--- config.mk ---
export PLATFORM = sky130hd
export DESIGN_NAME = fb_master_top
export DESIGN_NICKNAME = d
export VERILOG_FILES = /design/src/common/fb_pkg.sv /design/src/rtl/fb_master_top.sv /design/src/rtl/mst_arbiter.sv /design/src/fbwriter/fb_filler.sv /design/src/fbwriter/fbwriter.sv
export VERILOG_INCLUDE_DIRS = /design/src /design/src/common
export SDC_FILE = /design/constraint.sdc
export NUM_CORES = 1
export LEC_CHECK = 0
export ABC_CLOCK_PERIOD_IN_PS = 3450
export BUFFER_PORTS_ARGS = -buffer_cell sky130_fd_sc_hd__clkbuf_2
export CELL_PAD_IN_SITES_DETAIL_PLACEMENT = 2
export CELL_PAD_IN_SITES_GLOBAL_PLACEMENT = 2
export CORE_AREA = 2 2 173 175
export DETAILED_ROUTE_END_ITERATION = 16
export DIE_AREA = 0 0 175 177
export GPL_TIMING_DRIVEN = 0
export PLACE_DENSITY = 0.82
export SLEW_MARGIN = 25
export SYNTH_ARGS = -nofsm -noshare
export SYNTH_HDL_FRONTEND = slang
export SYNTH_HIERARCHICAL = 1
export SYNTH_SLANG_ARGS = --single-unit
export TNS_END_PERCENT = 100
--- constraint.sdc ---
create_clock -name PLB_clk -period 3.45 [get_ports PLB_clk]
set_input_delay 0.345 -clock PLB_clk [delete_from_list [all_inputs] [get_ports PLB_clk]]
set_output_delay 0.345 -clock PLB_clk [all_outputs]
set_load 0.01 [all_outputs]
--- src/common/fb_defs.svh ---
`ifndef FB_DEFS_SVH
`define FB_DEFS_SVH

////////////////////////////////////////////////////////////
// Framebuffer geometry
////////////////////////////////////////////////////////////

// Visible pixels per row
`define FB_XRES 640
// Visible rows
`define FB_YRES 480

// Byte address of pixel (0,0), one 32-bit word per pixel
`define FB_BASE_ADDR 32'h0100_0000

// Saturating error counter width
`define FB_ERRCNT_W 8
// Single-beat word write, every byte lane on
`define FB_BE_ALL 4'b1111

`endif
--- src/common/fb_pkg.sv ---
package fb_pkg;

	`include "fb_defs.svh"

	////////////////////////////////////////////////////////////
	// Basic widths, bus vectors numbered MSB first
	////////////////////////////////////////////////////////////

	typedef logic [0:31] bus_addr_t;
	typedef logic [0:31] pixel_t;
	typedef logic [0:8]  row_t;
	typedef logic [0:9]  col_t;

	// FIFO word as packed by the producer side
	typedef struct packed {
		logic [0:6] pad_hi;
		row_t       row;
		logic [0:5] pad_lo;
		col_t       col;
		pixel_t     colour;
	} fifo_entry_t;

	// One pending single-beat write
	typedef struct packed {
		bus_addr_t addr;
		pixel_t    data;
	} mst_cmd_t;

	// Run fill request, count of zero is legal
	typedef struct packed {
		row_t        row;
		col_t        col;
		logic [0:15] count;
		pixel_t      colour;
	} fill_cmd_t;

	typedef enum logic [1:0] {
		arb_idle,
		arb_request,
		arb_wait_cmplt
	} arb_state_t;

	// Word address of a pixel, row major
	function automatic bus_addr_t pixel_addr(row_t row, col_t col);
		logic [31:0] idx;
		idx = 32'(row) * `FB_XRES + 32'(col);
		return `FB_BASE_ADDR + (idx << 2);
	endfunction

endpackage

--- src/rtl/fb_master_top.sv ---
`include "fb_defs.svh"

module fb_master_top
(
	input  logic                          PLB_clk,
	input  logic                          arst_n,

	// Pixel FIFO
	input  fb_pkg::fifo_entry_t           fifo_data,
	input  logic                          fifo_empty,
	output logic                          fifo_rd_en,

	// Fill control
	input  logic                          fill_start,
	input  fb_pkg::fill_cmd_t             fill_cmd,
	output logic                          fill_busy,
	output logic                          fill_done,

	// IPIF master write port
	output logic                          IP2Bus_MstWr_Req,
	output fb_pkg::bus_addr_t             IP2Bus_Mst_Addr,
	output logic [0:3]                    IP2Bus_Mst_BE,
	output fb_pkg::pixel_t                IP2Bus_MstWr_d,
	input  logic                          Bus2IP_Mst_CmdAck,
	input  logic                          Bus2IP_Mst_Cmplt,
	input  logic                          Bus2IP_Mst_Error,
	input  logic                          Bus2IP_Mst_Cmd_Timeout,

	output logic [`FB_ERRCNT_W-1:0]       err_count
);

	// Pixel writer to arbiter
	logic             fw_req;
	logic             fw_done;
	fb_pkg::mst_cmd_t fw_cmd;
	// Filler to arbiter
	logic             fl_req;
	logic             fl_done;
	fb_pkg::mst_cmd_t fl_cmd;

	////////////////////////////////////////////////////////////
	// Engines
	////////////////////////////////////////////////////////////

	fbwriter i_fbwriter (
		.PLB_clk    (PLB_clk),
		.arst_n     (arst_n),
		.fifo_data  (fifo_data),
		.fifo_empty (fifo_empty),
		.fifo_rd_en (fifo_rd_en),
		.wr_req     (fw_req),
		.cmd        (fw_cmd),
		.wr_done    (fw_done)
	);

	fb_filler i_fb_filler (
		.PLB_clk    (PLB_clk),
		.arst_n     (arst_n),
		.fill_start (fill_start),
		.fill_cmd   (fill_cmd),
		.fill_busy  (fill_busy),
		.fill_done  (fill_done),
		.wr_req     (fl_req),
		.cmd        (fl_cmd),
		.wr_done    (fl_done)
	);

	// Pixel writer on port A, filler on port B
	mst_arbiter i_mst_arbiter (
		.PLB_clk                (PLB_clk),
		.arst_n                 (arst_n),
		.req_a                  (fw_req),
		.cmd_a                  (fw_cmd),
		.done_a                 (fw_done),
		.req_b                  (fl_req),
		.cmd_b                  (fl_cmd),
		.done_b                 (fl_done),
		.IP2Bus_MstWr_Req       (IP2Bus_MstWr_Req),
		.IP2Bus_Mst_Addr        (IP2Bus_Mst_Addr),
		.IP2Bus_Mst_BE          (IP2Bus_Mst_BE),
		.IP2Bus_MstWr_d         (IP2Bus_MstWr_d),
		.Bus2IP_Mst_CmdAck      (Bus2IP_Mst_CmdAck),
		.Bus2IP_Mst_Cmplt       (Bus2IP_Mst_Cmplt),
		.Bus2IP_Mst_Error       (Bus2IP_Mst_Error),
		.Bus2IP_Mst_Cmd_Timeout (Bus2IP_Mst_Cmd_Timeout),
		.err_count              (err_count)
	);

endmodule

--- src/rtl/mst_arbiter.sv ---
`include "fb_defs.svh"

module mst_arbiter
(
	input  logic                          PLB_clk,
	input  logic                          arst_n,

	// Engine A, pixel writer
	input  logic                          req_a,
	input  fb_pkg::mst_cmd_t              cmd_a,
	output logic                          done_a,
	// Engine B, filler
	input  logic                          req_b,
	input  fb_pkg::mst_cmd_t              cmd_b,
	output logic                          done_b,

	// IPIF master write command
	output logic                          IP2Bus_MstWr_Req,
	output fb_pkg::bus_addr_t             IP2Bus_Mst_Addr,
	output logic [0:3]                    IP2Bus_Mst_BE,
	output fb_pkg::pixel_t                IP2Bus_MstWr_d,
	input  logic                          Bus2IP_Mst_CmdAck,
	input  logic                          Bus2IP_Mst_Cmplt,
	input  logic                          Bus2IP_Mst_Error,
	input  logic                          Bus2IP_Mst_Cmd_Timeout,

	output logic [`FB_ERRCNT_W-1:0]       err_count
);

	fb_pkg::arb_state_t state;
	fb_pkg::mst_cmd_t   cmd_q;
	logic               gnt_b;
	logic               pick_b;
	logic               cmplt_hit;

	////////////////////////////////////////////////////////////
	// Grant
	////////////////////////////////////////////////////////////

	// On a tie the engine not granted last wins
	assign pick_b = (req_a && req_b) ? ~gnt_b : req_b;

	// Completion may also land in the acknowledge cycle
	assign cmplt_hit = Bus2IP_Mst_Cmplt &&
		((state == fb_pkg::arb_wait_cmplt) ||
		 ((state == fb_pkg::arb_request) && Bus2IP_Mst_CmdAck));

	assign done_a = cmplt_hit && !gnt_b;
	assign done_b = cmplt_hit && gnt_b;

	always_ff @(posedge PLB_clk or negedge arst_n)
	begin
		if (!arst_n)
		begin
			state <= fb_pkg::arb_idle;
			// Pixel writer gets the first tie
			gnt_b <= 1'b1;
		end
		else
		begin
			case (state)
				fb_pkg::arb_idle:
				begin
					if (req_a || req_b)
					begin
						gnt_b <= pick_b;
						state <= fb_pkg::arb_request;
					end
				end
				fb_pkg::arb_request:
				begin
					if (cmplt_hit)
					begin
						state <= fb_pkg::arb_idle;
					end
					else if (Bus2IP_Mst_CmdAck)
					begin
						state <= fb_pkg::arb_wait_cmplt;
					end
				end
				fb_pkg::arb_wait_cmplt:
				begin
					if (cmplt_hit)
					begin
						state <= fb_pkg::arb_idle;
					end
				end
				default:
				begin
					state <= fb_pkg::arb_idle;
				end
			endcase
		end
	end

	// Granted command captured at grant time
	always_ff @(posedge PLB_clk)
	begin
		if ((state == fb_pkg::arb_idle) && (req_a || req_b))
		begin
			cmd_q <= pick_b ? cmd_b : cmd_a;
		end
	end

	////////////////////////////////////////////////////////////
	// Bus side
	////////////////////////////////////////////////////////////

	// Request held until CmdAck, data goes with it
	assign IP2Bus_MstWr_Req = (state == fb_pkg::arb_request);
	assign IP2Bus_Mst_Addr  = cmd_q.addr;
	assign IP2Bus_MstWr_d   = cmd_q.data;
	assign IP2Bus_Mst_BE    = `FB_BE_ALL;

	// Failed writes counted, never retried
	always_ff @(posedge PLB_clk or negedge arst_n)
	begin
		if (!arst_n)
		begin
			err_count <= '0;
		end
		else if (cmplt_hit && (Bus2IP_Mst_Error || Bus2IP_Mst_Cmd_Timeout) &&
			(err_count != '1))
		begin
			err_count <= err_count + 1'b1;
		end
	end

	// One done per completion, then none until the next one
	a_one_done: assert property (@(posedge PLB_clk) disable iff (!arst_n)
		Bus2IP_Mst_Cmplt && (state != fb_pkg::arb_idle)
		|-> $onehot({done_a, done_b}) ##1 !(done_a || done_b));

endmodule

--- src/fbwriter/fb_filler.sv ---
`include "fb_defs.svh"

module fb_filler
(
	input  logic              PLB_clk,
	input  logic              arst_n,

	input  logic              fill_start,
	input  fb_pkg::fill_cmd_t fill_cmd,
	output logic              fill_busy,
	output logic              fill_done,

	// Toward the arbiter
	output logic              wr_req,
	output fb_pkg::mst_cmd_t  cmd,
	input  logic              wr_done
);

	logic [0:15]       remaining;
	fb_pkg::bus_addr_t addr_q;
	fb_pkg::pixel_t    colour_q;

	// One request per remaining pixel
	assign wr_req   = fill_busy;
	assign cmd.addr = addr_q;
	assign cmd.data = colour_q;

	////////////////////////////////////////////////////////////
	// Run control
	////////////////////////////////////////////////////////////

	always_ff @(posedge PLB_clk or negedge arst_n)
	begin
		if (!arst_n)
		begin
			fill_busy <= 1'b0;
			fill_done <= 1'b0;
			remaining <= '0;
		end
		else
		begin
			fill_done <= 1'b0;
			if (fill_start)
			begin
				// Empty run finishes at once
				fill_busy <= (fill_cmd.count != 16'd0);
				fill_done <= (fill_cmd.count == 16'd0);
				remaining <= fill_cmd.count;
			end
			else if (wr_done)
			begin
				remaining <= remaining - 16'd1;
				// Last pixel retired
				if (remaining == 16'd1)
				begin
					fill_busy <= 1'b0;
					fill_done <= 1'b1;
				end
			end
		end
	end

	// Start address once, then one word per write
	always_ff @(posedge PLB_clk)
	begin
		if (fill_start)
		begin
			addr_q   <= fb_pkg::pixel_addr(fill_cmd.row, fill_cmd.col);
			colour_q <= fill_cmd.colour;
		end
		else if (wr_done)
		begin
			addr_q <= addr_q + 32'd4;
		end
	end

	// New run only when idle, starting inside the visible area
	a_start_idle: assert property (@(posedge PLB_clk) disable iff (!arst_n)
		fill_start |-> !fill_busy && (fill_cmd.row < `FB_YRES) && (fill_cmd.col < `FB_XRES));

endmodule

--- src/fbwriter/fbwriter.sv ---
module fbwriter
(
	input  logic                PLB_clk,
	input  logic                arst_n,

	// FWFT FIFO read side
	input  fb_pkg::fifo_entry_t fifo_data,
	input  logic                fifo_empty,
	output logic                fifo_rd_en,

	// Toward the arbiter
	output logic                wr_req,
	output fb_pkg::mst_cmd_t    cmd,
	input  logic                wr_done
);

	typedef enum logic {
		wr_idle,
		wr_pending
	} wr_state_t;

	wr_state_t state;

	////////////////////////////////////////////////////////////
	// Pop and request
	////////////////////////////////////////////////////////////

	// Head word is already valid on an FWFT FIFO
	// so the pop and the latch share one cycle
	assign fifo_rd_en = (state == wr_idle) && !fifo_empty;

	// Request level follows the pending state
	assign wr_req = (state == wr_pending);

	always_ff @(posedge PLB_clk or negedge arst_n)
	begin
		if (!arst_n)
		begin
			state <= wr_idle;
		end
		else
		begin
			case (state)
				wr_idle:
				begin
					if (fifo_rd_en)
					begin
						state <= wr_pending;
					end
				end
				wr_pending:
				begin
					// Back to idle, next pop no earlier than next cycle
					if (wr_done)
					begin
						state <= wr_idle;
					end
				end
				default:
				begin
					state <= wr_idle;
				end
			endcase
		end
	end

	////////////////////////////////////////////////////////////
	// Command payload
	////////////////////////////////////////////////////////////

	// Address from row and column, colour goes out unchanged
	always_ff @(posedge PLB_clk)
	begin
		if (fifo_rd_en)
		begin
			cmd.addr <= fb_pkg::pixel_addr(fifo_data.row, fifo_data.col);
			cmd.data <= fifo_data.colour;
		end
	end

	////////////////////////////////////////////////////////////
	// Checks
	////////////////////////////////////////////////////////////

	// Pop only from a non-empty FIFO, and a request follows it
	a_pop_then_req: assert property (@(posedge PLB_clk) disable iff (!arst_n)
		fifo_rd_en |-> !fifo_empty ##1 wr_req);

	// Command held until the arbiter retires it
	a_cmd_stable: assert property (@(posedge PLB_clk) disable iff (!arst_n)
		wr_req && !wr_done |=> wr_req && $stable(cmd));

endmodule

==> summary.md <==
| Metric | Value |
|---|---|
| Status | `finished, final reports clean` |
| EDFF count, synth | `178` |
| Final period util | `0.8297` |
| Top-count cell post-synth | `edfxtp_1` |
| Worst R2R Path Depth | `6` |
| FF-to-FF End | `i_fb_filler/addr_q[30]` |
| Min-delay src | `fill_cmd[8]` |
| Pin count of the biggest net entering global routing | `44` |
| Initial Utilization | `0.3434` |
| H-tree depth | `1` |
| Die area | `30980 um2` |
| Die Wd | `175 um` |
| # fillers | `3011` |
| Total power | `8.646 mW` |
| Vias/cell | `4.836` |
| Placed wire-length estimate | `21640 um` |
| Later-pin clock latency in the skew report | `510 ps` |
| Via Count | `6857` |
| Port Buf Inserts | `201` |
| Avg WL per Cell | `20.85 um` |
| Non-filler cells, final | `1418` |
| Crit Reg-Reg Startpoint | `i_fb_filler/addr_q[2]` |
| Root Buffer | `clkbuf_16` |
| Area Overhead vs Synth | `26.91%` |
| Cell taking the most area after synthesis | `edfxtp_1` |
| Peak supply drop | `0.3545 mV` |
| First-pass GRT wire length | `45820 um` |
| Final core occ | `0.4358` |
| Yosys reg bits | `208` |
| Pre-antenna DRT Iters | `4` |
| Clk pin slew, worst setup/hold paths | `60 ps` |
| WP data arrival | `2980 ps` |
| Placed cells | `1346` |
| Synthesized instance count | `737` |
| Post-synthesis cell type count | `68` |
| Setup violations, final | `0` |
| Post-Syn Area per Cell | `13.63 um2` |
| Synth top area share | `0.5322` |
| Post-CTS Setup Inserts | `0` |
| Commonest cells post-synth | `178 x edfxtp_1, 67 x mux2_2, 53 x nand2_1` |
| Hold Crit Class | `in2reg` |
| Top_reg_cell synth | `edfxtp_1` |
| Core Region | `29240 um2` |
| Syn Std Cell Area | `10040 um2` |
| Hold Path Cell Cnt | `1` |
| Area occupied by multi-input gates | `3649 um2` |
| Crit Path Category | `in2reg` |
| Routability cong. | `0.7590` |
| DR iter-0 viols | `199` |
| Sink Count | `208` |
| Sequential-to-total area share from yosys stat | `0.6071` |
| Slew @ Worst Pin | `941.2 ps` |
| # Max-Cap Violations | `0` |
| RSZ-0062 raised after global routing | `false` |
| Area contributors post-synth | `edfxtp_1 53%, mux2_2 7.5%, dfrtp_1 7.2%, ha_1 4.7%, xnor2_1 3.9%` |
| Initial antenna violation count | `0` |
| R2R Setup Slk | `1000 ps` |
| Final Hold Slack | `21.09 ps` |
| Post-route DRC | `0` |
| Cell Pwr Density | `678.4 nW/um2` |
| Final ANT Viol Nets | `0` |
| Layout cells sized above 1 | `0.3473` |
| Post-layout min period | `2863 ps` |
| Clk buf depth | `3` |
| Antenna Cells | `0` |
| Nets | `1192` |
| CTS buffer count | `23` |
| Post-synth ARST share | `0.1442` |
| I/O pin count | `219` |
| Fmax | `349.3 MHz` |
| Leak pwr | `5.145 nW` |
| # rows | `63` |
| Final setup TNS | `0 ps` |
| Routed WL | `29560 um` |
| Startpoint types | `input port` |
| Yosys warning total | `6` |
| Max Clock Skew | `21.35 ps` |
| Worst Hold End | `i_fb_filler/colour_q[8]` |
| Vias in the first global route | `7817` |
| # hold bufs at CTS | `28` |
| Global Route Usage Sum | `0.1935` |
| Critical path data required time | `3570 ps` |
| Final Hold Vio Count | `0` |
| Relative slew slack | `0.3725` |
| Register Area | `6097 um2` |
| Die H | `177 um` |
| Grt ovf | `0` |
| CTS tree | `done` |
| Post_cts resized | `0` |
| CP endpoint kind | `register` |
| Worst-path fanout max | `34` |
| Max-slew violations | `0` |
[power by group]
part	total (mW)	switching [mW]	internal [mW]	leakage (nW)
clock	2.52	0.999	1.52	0.374
combinational	2.29	1.29	0.998	2.71
sequential	3.83	0.332	3.50	2.06
[cells by family after synthesis]
logic type               after synthesis  synth area share
other                                  4          0.001495
AND/OR/NAND/NOR                      184           0.09505
AO/OA/AOI/OAI                         90           0.05905
adder cells (fa/ha/maj)               42           0.05531
multiplexers                          74           0.08272
flip-flops                           208            0.6071
XOR/XNOR                              70           0.06254
buffers and inverters                 65           0.03675
[layout make-up]
cell class / instances / share of cell area
inverters: 28 / 0.008246
flip-flops and latches: 208 / 0.4784
multi-input cells: 479 / 0.2862
clock inverters: 14 / 0.01315
plain buffers: 37 / 0.02071
clock buffers: 28 / 0.04663
well taps: 390 / 0.03828
repair buffers: 234 / 0.1084
[critical path: stages]
cell      delay [ps]
buf_2            700
clkbuf_1         530
clkbuf_1         580
or2_2            780
[how the worst max path moves through the flow]
| stage | start | endpoint | slack [ps] | cells after the start |
|---|---|---|---|---|
| after floorplan | i_fbwriter/wr_req | i_fbwriter/cmd[0] | 260 | 1 |
| after global routing | fill_start | i_fb_filler/addr_q[24] | 380 | 4 |
| after CTS | fill_start | i_fb_filler/addr_q[24] | 450 | 4 |
| after detailed placement | fill_start | i_fb_filler/addr_q[26] | -70 | 4 |
| final | fill_start | i_fb_filler/addr_q[24] | 590 | 4 |
| after global placement | fifo_empty | fifo_rd_en | -1800 | 3 |
[metrics by stage]
stage / area, um2 / setup slack (ps)
floorplan: 10100 / 260.7
global placement: 11590 / -1796
detailed placement: 11680 / -70.01
CTS: 12730 / 450.1
global route: 12750 / 381.7
finish: 12750 / 587.4
[placed cells by master (no fill, tap or decap), drive strengths merged, types with 4 or more instances in the layout]
cell type      n
fa             4
buf           32
o21ai         33
nand3b         4
nand2         53
xnor2         47
and3          10
mux2i          5
clkbuf       236
dfrtp         29
nand3         19
mux2          69
xor2          23
clkinv         9
a21oi         25
nor3          15
ha            38
conb          19
edfxtp       178
o21a           5
bufinv         4
nor4           6
nor2          43
inv           29
nand2b         5
a21o           7
nand4         11
a31oi          4
dlygate4sd3   30
[state kept, by name, summed over array words and instances (netlist names)]
register,flops
i_fbwriter/cmd,52
i_mst_arbiter/state,2
i_fbwriter/wr_req,1
i_mst_arbiter/IP2Bus_Mst_Addr,32
i_fb_filler/fill_done,1
i_fb_filler/fill_busy,1
i_mst_arbiter/err_count,8
i_fb_filler/colour_q,32
i_fb_filler/remaining,16
i_mst_arbiter/IP2Bus_MstWr_d,32
i_fb_filler/addr_q,30
i_mst_arbiter/gnt_b,1
[metal layers]
layer  track usage  vias to the layer above  wire length [um]  share of wire
met4       0.05833                        0               917          0.031
met3       0.02105                       53               938          0.032
li1              -                     3206                 -              -
met1        0.2159                     3449             11110           0.38
met2        0.3832                      149             16590           0.56
met5             0                        -                 0              0
(Power assumes the default switching activity.)
